<file path="src/mem_ctrl_defs.svh">
`ifndef MEM_CTRL_DEFS_SVH
`define MEM_CTRL_DEFS_SVH

// ------------------------------
// Instruction cache geometry
// ------------------------------

// Number of cache index bits, each index holds one 16-bit word
`define CACHE_INDEX_BITS 6

// The tag is whatever is left of the 16-bit word address
`define CACHE_TAG_BITS (16 - `CACHE_INDEX_BITS)

// Number of direct mapped entries
`define CACHE_ENTRIES (1 << `CACHE_INDEX_BITS)

// ------------------------------
// External bus timing
// ------------------------------

// Clocks spent on each byte of the byte-wide RAM
`define BYTE_CYCLES 4

// A full access moves two bytes, low byte first
`define ACCESS_CYCLES (2 * `BYTE_CYCLES)

// Address width of the 512K x 8 static RAM
`define RAM_ADDR_BITS 19

`endif

</file>
<file path="src/mem_ctrl_pkg.sv">
`include "mem_ctrl_defs.svh"

package mem_ctrl_pkg;

   // ------------------------------
   // Bus and RAM data types
   // ------------------------------

   // One word on the 16-bit processor bus, used for data and addresses
   typedef logic [15:0] word_t;

   // One datum of the byte-wide external RAM
   typedef logic [7:0] byte_t;

   // ------------------------------
   // Cache types
   // ------------------------------

   // Upper address bits that are not used to index the cache
   typedef logic [`CACHE_TAG_BITS-1:0] cache_tag_t;

   // One cache line holds a single word
   // The valid field is kept in a register vector in the cache so that
   // reset can clear it without touching the entry array
   typedef struct packed {
      cache_tag_t tag;
      logic       valid;
      word_t      data;
   } cache_entry_t;

   // ------------------------------
   // Sequencer types
   // ------------------------------

   // Position of the current clock within an eight clock external access
   // Counts 0 to 3 belong to the low byte and 4 to 7 to the high byte
   typedef logic [2:0] access_count_t;

endpackage

</file>
<file path="src/instr_cache.sv">
`include "mem_ctrl_defs.svh"

module instr_cache import mem_ctrl_pkg::*; (
   input  logic  clock,
   input  logic  reset_b,
   input  logic  vpa,
   input  logic  cpu_rnw,
   input  word_t cpu_addr,
   input  word_t cpu_dout,
   input  word_t ram_word,
   input  logic  access_done,
   output logic  cache_hit,
   output word_t ext_dout
);

   // ------------------------------
   // Address decode and lookup
   // ------------------------------

   // The low address bits pick the entry and the rest form the tag
   logic [`CACHE_INDEX_BITS-1:0] addr_index;
   cache_tag_t                   addr_tag;

   // Entry array without reset, valid bits held apart
   cache_entry_t                 entry_mem [`CACHE_ENTRIES];
   logic [`CACHE_ENTRIES-1:0]    valid_q;

   cache_entry_t                 rd_entry;
   cache_entry_t                 wr_entry;
   logic                         tag_match;
   logic                         fill;
   logic                         update;

   assign addr_index = cpu_addr[`CACHE_INDEX_BITS-1:0];
   assign addr_tag   = cpu_addr[15:`CACHE_INDEX_BITS];

   // The looked-up entry takes its valid bit from the reset-cleared vector
   always_comb begin
      rd_entry       = entry_mem[addr_index];
      rd_entry.valid = valid_q[addr_index];
   end

   assign tag_match = rd_entry.valid && (rd_entry.tag == addr_tag);

   // Only instruction fetches are served from the cache
   assign cache_hit = vpa && cpu_rnw && tag_match;

   // ------------------------------
   // Fill and write-through update
   // ------------------------------

   // A fetch miss is written into the cache on the last clock of its access
   assign fill = access_done && cpu_rnw && vpa;

   // A processor write to a cached word keeps the cached copy coherent
   assign update = access_done && !cpu_rnw && tag_match;

   // Fill takes the word assembled from RAM, an update takes the write data
   always_comb begin
      wr_entry.tag   = addr_tag;
      wr_entry.valid = 1'b1;
      wr_entry.data  = fill ? ram_word : cpu_dout;
   end

   always_ff @(posedge clock) begin
      if (fill || update) begin
         entry_mem[addr_index] <= wr_entry;
      end
   end

   // Valid bits only ever get set by a fill, a write never creates an entry
   always_ff @(posedge clock) begin
      if (!reset_b) begin
         valid_q <= '0;
      end else if (fill) begin
         valid_q[addr_index] <= 1'b1;
      end
   end

   // A hit returns the cached word at once, anything else the RAM word
   assign ext_dout = cache_hit ? rd_entry.data : ram_word;

   // ------------------------------
   // Checks
   // ------------------------------

   // The sequencer must never have run an access for a word that was cached
   a_no_fill_on_hit : assert property (
      @(posedge clock) disable iff (!reset_b)
      fill |-> !cache_hit
   ) else $error("cache fill while cache_hit is high");

endmodule

</file>
<file path="src/ext_bus_sequencer.sv">
`include "mem_ctrl_defs.svh"

module ext_bus_sequencer import mem_ctrl_pkg::*; (
   input  logic  clock,
   input  logic  reset_b,
   input  logic  ext_cs_b,
   input  logic  cpu_rnw,
   input  logic  cache_hit,
   input  word_t cpu_addr,
   input  word_t cpu_dout,
   input  byte_t ram_rdata,
   output logic  cpu_clken,
   output logic  access_done,
   output logic  byte_sel,
   output logic  ram_we_b,
   output byte_t ram_wdata,
   output word_t ram_word
);

   // Bits of the count that give the clock position within one byte cycle
   localparam int PHASE_BITS = $clog2(`BYTE_CYCLES);

   // Last clock of the whole access and of the low byte
   localparam access_count_t LAST_COUNT = access_count_t'(`ACCESS_CYCLES - 1);
   localparam access_count_t LOW_LAST   = access_count_t'(`BYTE_CYCLES - 1);
   localparam access_count_t HIGH_FIRST = access_count_t'(`BYTE_CYCLES);

   access_count_t         count;
   access_count_t         count_next;
   logic [PHASE_BITS-1:0] phase_next;
   logic                  access_req;
   logic                  we_b_next;
   byte_t                 low_byte_q;

   // ------------------------------
   // Access count
   // ------------------------------

   // Any access the cache cannot serve goes out to the RAM
   assign access_req = !ext_cs_b && !cache_hit;

   // The count leaves zero on a request and then runs to the end by itself
   always_comb begin
      if (count != '0 || access_req) begin
         count_next = access_count_t'(count + 1'b1);
      end else begin
         count_next = '0;
      end
   end

   always_ff @(posedge clock) begin
      if (!reset_b) begin
         count <= '0;
      end else begin
         count <= count_next;
      end
   end

   // The processor is stalled for every clock of the access but the last
   assign cpu_clken = !(access_req && count != LAST_COUNT);

   assign access_done = (count == LAST_COUNT);

   // The low byte is accessed first, then the high byte
   assign byte_sel = (count >= HIGH_FIRST);

   // ------------------------------
   // Write strobe and write data
   // ------------------------------

   // The strobe covers clocks 1 and 2 of each byte cycle, leaving one clock
   // of address and data setup before it and one clock of hold after it
   assign phase_next = count_next[PHASE_BITS-1:0];
   assign we_b_next  = !(!cpu_rnw && phase_next >= 1 && phase_next <= `BYTE_CYCLES - 2);

   // Registered so the RAM sees a clean strobe with no decode glitches
   always_ff @(posedge clock) begin
      if (!reset_b) begin
         ram_we_b <= 1'b1;
      end else begin
         ram_we_b <= we_b_next;
      end
   end

   assign ram_wdata = byte_sel ? cpu_dout[15:8] : cpu_dout[7:0];

   // ------------------------------
   // Read word assembly
   // ------------------------------

   // The low byte is captured at the end of its cycle
   always_ff @(posedge clock) begin
      if (count == LOW_LAST) begin
         low_byte_q <= ram_rdata;
      end
   end

   // The high byte comes straight from the RAM during the last clock
   assign ram_word = {ram_rdata, low_byte_q};

   // ------------------------------
   // Checks
   // ------------------------------

   // A cached word never sits inside an external access
   a_no_count_on_hit : assert property (
      @(posedge clock) disable iff (!reset_b)
      cache_hit |-> (count == '0)
   ) else $error("cache_hit high during an external access");

   // The processor holds its request for as long as it is stalled
   a_stall_stable : assert property (
      @(posedge clock) disable iff (!reset_b)
      !cpu_clken |=> $stable(ext_cs_b) && $stable(cpu_rnw) &&
                     $stable(cpu_addr) && $stable(cpu_dout)
   ) else $error("processor inputs changed while cpu_clken is low");

   // The strobe register only ever fires for a write
   a_we_only_write : assert property (
      @(posedge clock) disable iff (!reset_b)
      !ram_we_b |-> !cpu_rnw
   ) else $error("ram_we_b low during a read");

endmodule

</file>
<file path="src/memory_controller.sv">
`include "mem_ctrl_defs.svh"

module memory_controller import mem_ctrl_pkg::*; (
   input  logic                      clock,
   input  logic                      reset_b,

   // Processor side
   input  logic                      ext_cs_b,
   input  logic                      vpa,
   input  logic                      cpu_rnw,
   input  word_t                     cpu_addr,
   input  word_t                     cpu_dout,
   output logic                      cpu_clken,
   output word_t                     ext_dout,

   // Byte-wide static RAM side
   output logic                      ram_cs_b,
   output logic                      ram_oe_b,
   output logic                      ram_we_b,
   output logic [`RAM_ADDR_BITS-1:0] ram_addr,
   output byte_t                     ram_wdata,
   output logic                      ram_wdata_oe,
   input  byte_t                     ram_rdata
);

   logic  cache_hit;
   logic  access_done;
   logic  byte_sel;
   word_t ram_word;

   // ------------------------------
   // Blocks
   // ------------------------------

   instr_cache u_instr_cache (
      .clock       (clock),
      .reset_b     (reset_b),
      .vpa         (vpa),
      .cpu_rnw     (cpu_rnw),
      .cpu_addr    (cpu_addr),
      .cpu_dout    (cpu_dout),
      .ram_word    (ram_word),
      .access_done (access_done),
      .cache_hit   (cache_hit),
      .ext_dout    (ext_dout)
   );

   ext_bus_sequencer u_ext_bus_sequencer (
      .clock       (clock),
      .reset_b     (reset_b),
      .ext_cs_b    (ext_cs_b),
      .cpu_rnw     (cpu_rnw),
      .cache_hit   (cache_hit),
      .cpu_addr    (cpu_addr),
      .cpu_dout    (cpu_dout),
      .ram_rdata   (ram_rdata),
      .cpu_clken   (cpu_clken),
      .access_done (access_done),
      .byte_sel    (byte_sel),
      .ram_we_b    (ram_we_b),
      .ram_wdata   (ram_wdata),
      .ram_word    (ram_word)
   );

   // ------------------------------
   // RAM pins
   // ------------------------------

   // Each word sits at an even byte address, the byte select is bit 0
   assign ram_addr = {{(`RAM_ADDR_BITS - 17){1'b0}}, cpu_addr, byte_sel};

   assign ram_cs_b = ext_cs_b;

   // The RAM drives its outputs for every read
   assign ram_oe_b = !cpu_rnw;

   // The controller drives the data pins for every write
   assign ram_wdata_oe = !cpu_rnw;

endmodule

</file>
<file path="config.mk">
export PLATFORM = sky130hd
export DESIGN_NAME = memory_controller
export DESIGN_NICKNAME = d
export VERILOG_FILES = /design/src/mem_ctrl_pkg.sv /design/src/instr_cache.sv /design/src/ext_bus_sequencer.sv /design/src/memory_controller.sv
export VERILOG_INCLUDE_DIRS = /design/src
export SDC_FILE = /design/constraint.sdc
export NUM_CORES = 2
export LEC_CHECK = 0
export ABC_AREA = 1
export BUFFER_PORTS_ARGS = -buffer_cell sky130_fd_sc_hd__buf_2
export CAP_MARGIN = 20
export CORE_MARGIN = 8
export CORE_UTILIZATION = 59
export CTS_BUF_LIST = sky130_fd_sc_hd__clkbuf_4 sky130_fd_sc_hd__clkbuf_8
export DETAILED_ROUTE_END_ITERATION = 10
export GPL_ROUTABILITY_DRIVEN = 0
export PLACE_DENSITY_LB_ADDON = 0.1
export SYNTH_ARGS = -nofsm -noshare
export SYNTH_HDL_FRONTEND = slang
export SYNTH_SLANG_ARGS = --single-unit
export TNS_END_PERCENT = 1
</file>
<file path="constraint.sdc">
create_clock -name clock -period 4.2 [get_ports clock]
set_input_delay 0.42 -clock clock [delete_from_list [all_inputs] [get_ports clock]]
set_output_delay 0.42 -clock clock [all_outputs]
set_load 0.005 [all_outputs]
</file>
======== Word level (Yosys, flattened, before mapping) ========
Memories as Yosys holds them, arrays and structs flattened.
Cells that the tools add are included.
word-level totals
  register bits after elaboration ......... 76
  RAM bits ................................ 1664
  output and inout bits ................... 48
  word-level logic and storage cells ...... 48
  memories ................................ 1
operators by class
  $add $sub $neg .......................... 1
  $lt $le $gt $ge ......................... 5
  eq/ne operators ......................... 4
  multiplexer cells ....................... 10
  bitwise logic cells ..................... 1
  reductions and logical operators ........ 21
memory list
  memory                   depth  width  rd ports  clocked after Yosys merged registers in  write ports  line               text
  u_instr_cache.entry_mem  64     26     1         0                                        1            instr_cache.sv:25  cache_entry_t entry_mem [`CACHE_ENTRIES];
operators by type and width
  cell                 count
  $or 64x64->64        1
  $mux 16              2
  $logic_and 1x1->1    12
  $eq 10x10->1         1
  $mux 8               1
  $lt 6x7->1 const B   1
  $bmux 1 s6           1
  $demux 1 s6          1
  $ge 6x1->1 const B   1
  $logic_not 1->1      5
  $mux 1               4
  $add 3x1->3 const B  1
  $eq 3x2->1 const B   1
  $eq 3x3->1 const B   1
  $ge 3x3->1 const B   1
  $ne 3x3->1 const B   1
  $reduce_bool 3->1    1
  $ge 2x1->1 const B   1
  $le 2x2->1 const B   1
  $logic_or 1x1->1     2
  $mux 2               1
  $reduce_and 2->1     1

======== Logic depth before layout (Yosys ltp) ========
  depth after elaboration ................. 12
  gate-level depth with buffers ........... 25

======== By module ========
A second synthesis with hierarchy kept.
second synthesis, totals
  cell total of the unflattened synthesis .. 5793
  area total of the unflattened synthesis .. 69790.7 um^2
by module, submodules not included
  module             times used  cells an instance  area an instance (um^2)
  instr_cache        1           5699               68991.2
  ext_bus_sequencer  1           71                 634.4
  memory_controller  1           23                 165.2

======== Least setup slack after synthesis ========
No wires, ideal clock.
  path type ............................... register -> register
  start ................................... register u_ext_bus_sequencer.count[0]
  end ..................................... memory u_instr_cache.entry_mem[0][7] (netlist bit), data pin
  setup time .............................. 702 ps
  arrival ................................. 3780 ps
  required time ........................... 3498 ps
  setup slack ............................. -282 ps
  cell stages (with the launch flop) ...... 8
  buffers on the path ..................... 2
  clock period less this slack ............ 4482 ps
  cell sequence ........................... dfxtp_1 ha_1 ha_1 inv_1 nor2_1 clkbuf_1 buf_1 o21ai_0
RTL lines
  item                      line                     text
  start: declaration        ext_bus_sequencer.sv:28  access_count_t count;
  start signal: assignment  ext_bus_sequencer.sv:55  count <= count_next;
  end: declaration          instr_cache.sv:25

======== Worst setup path in the final report ========
  start ................................... memory u_instr_cache.entry_mem[18][19] (netlist bit)
  end ..................................... output ext_dout[3]
between the ends
  longest elaborated chain between the ends .. 5
RTL lines
  item               line                     text
  $mem_v2 64x26      n/a
  $eq 10x10->1       instr_cache.sv:43        assign tag_match = rd_entry.valid && (rd_entry.tag == addr_tag);
  $logic_and 1x1->1  instr_cache.sv:43
  $logic_and 1x1->1  instr_cache.sv:46        assign cache_hit = vpa && cpu_rnw && tag_match;
  $mux 16            instr_cache.sv:81        assign ext_dout = cache_hit ? rd_entry.data : ram_word;
  end: declaration   memory_controller.sv:14  output word_t ext_dout,
Every way passes these cells.

==> flow_results.org <==
** Final layout
- Layout overhead on the synthesized area :: 17.0%
- Fraction of layout cells with a size suffix above 1 :: 0.179
- For this run, the post-layout net count is 5910.
- Filler cells :: 8062

** Clock network
- Clock input transition at the sequential cells of the worst setup and hold paths :: 60 ps
- CTS saw 1740 sinks.
- TritonCTS built the clock tree.
- CTS root buffer :: sky130_fd_sc_hd__clkbuf_8
- Counting along the longest clock path gives a buffer depth of 4.
- Inserted Clock Buffers :: 292
- The H-tree generated during clock tree synthesis spans 5 levels.
- At the later pin of the worst-skew pair, clock insertion delay measures 1000 ps.

** Power
- Relative contribution of the clock network to total power :: 0.401
- Internal power :: 27300 uW
- PwrDens :: 436 nW/um^2
- Comb pwr share :: 0.058
- The share of total power dissipated in sequential elements is 0.541.
- For this design the static power due to leakage is 0.0299 uW.
- Net Switching :: 7890 uW
- Peak supply drop :: 0.321 mV
- Fraction of power spent switching nets :: 0.225

** Yosys
- The share of the Yosys chip area taken by registers is 0.749.
- Cell type with the largest total area after synthesis :: sky130_fd_sc_hd__edfxtp_1
- After synthesis, the netlist uses 35 different library cells.
- The share of synthesized area in the top cell type comes to 0.729.
- By area the synthesized netlist is led by sky130_fd_sc_hd__edfxtp_1 (73%), sky130_fd_sc_hd__nand2_1 (8.3%), sky130_fd_sc_hd__inv_1 (2.4%), sky130_fd_sc_hd__dfxtp_1 (2.0%), sky130_fd_sc_hd__a221oi_1 (1.6%).
- Counting every instance in the synthesized netlist gives 5412.
- Mapped Avg Cell Area :: 12.7 sq um
- Yosys Warn Count :: 0
- Combined area of all synthesized cells :: 68900 sq um
- In this run, synthesis produced a sequential element count of 1740.

** Floorplan
- During I/O placement, the number of pins put on the boundary was 93.
- Starting utilization of the core area :: 0.594
- In this run the core area contains 125 standard-cell rows.
- The die covers 128000 sq um.
- Measured along the x axis, the die boundary spans 358 microns.
- Core box area :: 116000 sq um
- Die Height :: 358 microns

** Drt
- Summed over all layers, the routed wires come to 200000 microns.
- For this run, design rule violations remaining after detail routing come to 0.
- The detailed router placed 45.5k vias in this run.
- After detailed routing, the number of vias per cell comes to 6.00.
- In this run the remaining antenna-violating nets after routing total 0.
- The first detailed-routing pass took 6 iterations.
- Dividing the detail-routed wire length by the instance count gives 26.4 microns.
- Detailed router's first-iteration violation count :: 5877

** Timing
- Highest Clock Rate :: 243 MHz
- Of the available clock period, the critical path in the final layout requires 0.980.
- Summed over all failing endpoints, the final setup total negative slack is 0 ps.
- Setup repair after global routing missed its margin :: true
- Final critical delay including setup and external delays :: 4110 ps
- Setup violations remaining at the end of the flow were counted as 0.
- The final hold violation count is 0.
- Hold_ws :: 88.6 ps
- Total count of max-transition violations in the final report :: 0
- Worst Tran Pin Value :: 1100 ps
- For the final database, setup skew stands at 61.0 ps.
- Headroom to the max-slew limit came out at 0.268.

** Worst setup path
- CP Launch Point :: u_instr_cache.entry_mem[18][19]
- In this run the register-to-register setup slack is 580 ps.
- Following the worst setup path forward leads to its endpoint at ext_dout[3].
- STA classifies the critical path endpoint as an output pin.
- The worst setup path is launched from a flop.
- Measured in cells, the most critical reg-to-reg path has a length of 6.
- The critical path in this run is classified as reg2out.
- STA puts the critical path data required time at 3780 ps.
- The startpoint identified for the worst register-to-register timing path is u_ext_bus_sequencer.count[2].
- At the worst endpoint, the arrival time is 3690 ps.
- Of all nets on the critical path, the largest fanout is 5.
- The worst register-to-register path ends at u_instr_cache.entry_mem[24][14].

** Global route
- First-pass GRT wire length :: 289000 microns
- For this run, global-route usage on met2 was measured as 0.470.
- met2 is the most crowded layer.
- The initial antenna violation count is 6.
- Total Routing Usage GR :: 0.309
- Remaining global-route overflow :: 0
- For met3 alone, demand over resource in global routing was 0.0770.
- The via count of the first global-routing pass is 44.0k.
- For met1 alone, demand over resource in global routing was 0.426.
- Entering global routing, the biggest net connects 69 pins.

** Run status
- The flow ran to the end, and the final reports show no timing, DRC or antenna violations.

** Flow run
- Maxcap violations :: 0

** Hold path
- In this run the worst hold path is classified as in2reg.

** Place
- The count of buffers added on input and output ports is 90.
- Placed wire-length estimate after detailed placement :: 124000 microns
[power by group through the flow]
stage	combinational, uW	sequential [uW]	clock [uW]
floorplan	943	19400	0
global placement	1950	19400	0
detailed placement	1960	19400	0
CTS	2000	19000	14200
global route	2160	19000	15000
finish	2030	19000	14100
[worst min path at each step]
stage                               from                         to  cells after the start
2_1_floorplan  u_instr_cache.valid_q[32]  u_instr_cache.valid_q[32]                      2
3_3_place_gp   u_instr_cache.valid_q[13]  u_instr_cache.valid_q[13]                      2
3_5_place_dp    u_instr_cache.valid_q[7]   u_instr_cache.valid_q[7]                      2
4_1_cts                      cpu_addr[4]  u_instr_cache.valid_q[42]                      5
5_1_grt                      cpu_addr[4]  u_instr_cache.valid_q[45]                      5
6_report                     cpu_addr[4]  u_instr_cache.valid_q[42]                      5
[synth_stat cells, drive strengths merged]
master and number:
edfxtp 1672, nand2 1519, inv 454, nand3 224, o21ai 210, nor2 200, buf 187, nand4 147
a22oi 131, a221oi 128, clkbuf 127, a21oi 81, nor3 69, dfxtp 68, or2 61, a22o 43
o211ai 37, o2bb2ai 22, clkinv 8, a32o 5, ha 5, a31oi 4, nand3b 4, o22ai 3
and3 1, conb 1, o21a 1
[cells by family after synthesis]
| kind of cell | Yosys count | synth area share |
|---|---|---|
| simple gates | 2225 | 0.139 |
| fa+ha+maj | 5 | 0.000908 |
| buf+inv | 776 | 0.0463 |
| compound gates | 665 | 0.0655 |
| other cells | 1 | 0.0000544 |
| flops | 1740 | 0.749 |
[through the flow]
stage,utilization,instances,worst slack [ps],area (sq um),power [uW]
2_1_floorplan,-,5413,-240,68900,20300
3_3_place_gp,0.644,7063,-240,74800,21300
3_5_place_dp,0.644,7063,-164,74800,21300
4_1_cts,0.693,7564,29.5,80400,35300
5_1_grt,0.695,7570,-65.7,80600,36100
6_report,0.695,7572,86.0,80600,35100
[cells in the final DEF (no fill, tap or decap), types with 5 or more instances in the layout]
cell / count
sky130_fd_sc_hd__o211ai_1: 37
sky130_fd_sc_hd__clkinvlp_4: 5
sky130_fd_sc_hd__inv_6: 6
sky130_fd_sc_hd__a22o_1: 43
sky130_fd_sc_hd__nor2_1: 177
sky130_fd_sc_hd__nor3_2: 6
sky130_fd_sc_hd__nand2_2: 29
sky130_fd_sc_hd__clkinv_1: 59
sky130_fd_sc_hd__clkbuf_8: 302
sky130_fd_sc_hd__ha_1: 5
sky130_fd_sc_hd__nand3_1: 222
sky130_fd_sc_hd__nor3_1: 5
sky130_fd_sc_hd__buf_2: 89
sky130_fd_sc_hd__dlygate4sd3_1: 22
sky130_fd_sc_hd__o21ai_1: 69
sky130_fd_sc_hd__or2_1: 6
sky130_fd_sc_hd__clkinv_2: 17
sky130_fd_sc_hd__inv_1: 440
sky130_fd_sc_hd__nand4_1: 147
sky130_fd_sc_hd__or2_2: 55
sky130_fd_sc_hd__nor3_4: 58
sky130_fd_sc_hd__a32o_1: 5
sky130_fd_sc_hd__a221oi_1: 128
sky130_fd_sc_hd__o2bb2ai_1: 22
sky130_fd_sc_hd__edfxtp_1: 1672
sky130_fd_sc_hd__clkbuf_4: 100
sky130_fd_sc_hd__a22oi_1: 131
sky130_fd_sc_hd__buf_4: 211
sky130_fd_sc_hd__nand2_1: 1490
sky130_fd_sc_hd__o21ai_0: 121
sky130_fd_sc_hd__buf_12: 140
sky130_fd_sc_hd__a21oi_1: 81
sky130_fd_sc_hd__nor2_4: 19
sky130_fd_sc_hd__o21ai_2: 16
sky130_fd_sc_hd__dfxtp_1: 67
[state kept, by name (all words and copies together), names as in the netlist]
signal	count
u_ext_bus_sequencer.low_byte_q	8
u_ext_bus_sequencer.count	3
u_instr_cache.entry_mem	1664
u_ext_bus_sequencer.ram_we_b	1
u_instr_cache.valid_q	64
[area by class of cell]
type / instances / area [sq um] / area share
repair buffers: 467 / 5150 / 0.0639
multi-input cells: 2897 / 14900 / 0.184
flip-flops and latches: 1740 / 51600 / 0.640
clock inverters: 77 / 413 / 0.00512
inverters: 462 / 1790 / 0.0222
well taps: 1524 / 1910 / 0.0237
clock buffers: 402 / 4910 / 0.0609
diodes: 3 / 7.51 / 0.0000931
[routing by layer]
| layer | wire (microns) | vias to the layer above |
|---|---|---|
| li1 | - | 20100 |
| met1 | 77900 | 22300 |
| met2 | 91100 | 2689 |
| met3 | 22100 | 395 |
| met4 | 8810 | 0 |
| met5 | 0 | - |
[worst max-delay path: stages (launching register included)]
cell and delay (ps):
sky130_fd_sc_hd__edfxtp_1 350, sky130_fd_sc_hd__inv_1 60, sky130_fd_sc_hd__nand2_1 50, sky130_fd_sc_hd__nand3_1 110
sky130_fd_sc_hd__nand2_1 60, sky130_fd_sc_hd__o21ai_0 320, sky130_fd_sc_hd__nand2_1 160, sky130_fd_sc_hd__nor2_4 180
sky130_fd_sc_hd__nand2_1 70, sky130_fd_sc_hd__nand2_1 60, sky130_fd_sc_hd__nand2_1 50, sky130_fd_sc_hd__nor2_1 90
sky130_fd_sc_hd__nand2_1 100, sky130_fd_sc_hd__nor2_4 150, sky130_fd_sc_hd__buf_6 120, sky130_fd_sc_hd__nand3_4 150
sky130_fd_sc_hd__clkinv_8 140, sky130_fd_sc_hd__clkbuf_16 150, sky130_fd_sc_hd__nand2_1 50, sky130_fd_sc_hd__o21ai_2 90
sky130_fd_sc_hd__inv_1 60, sky130_fd_sc_hd__buf_2 130
[what timing repair did]
item                                   CTS  global route
gates resized for setup                 23            51
hold buffers                            22             0
setup buffers                            0             2
pin swaps                                2            17
endpoints found under the hold margin   95             0
cloned                                   0             3
setup endpoints to repair               17            16
No activity file was read; power rests on OpenSTA's default activity.
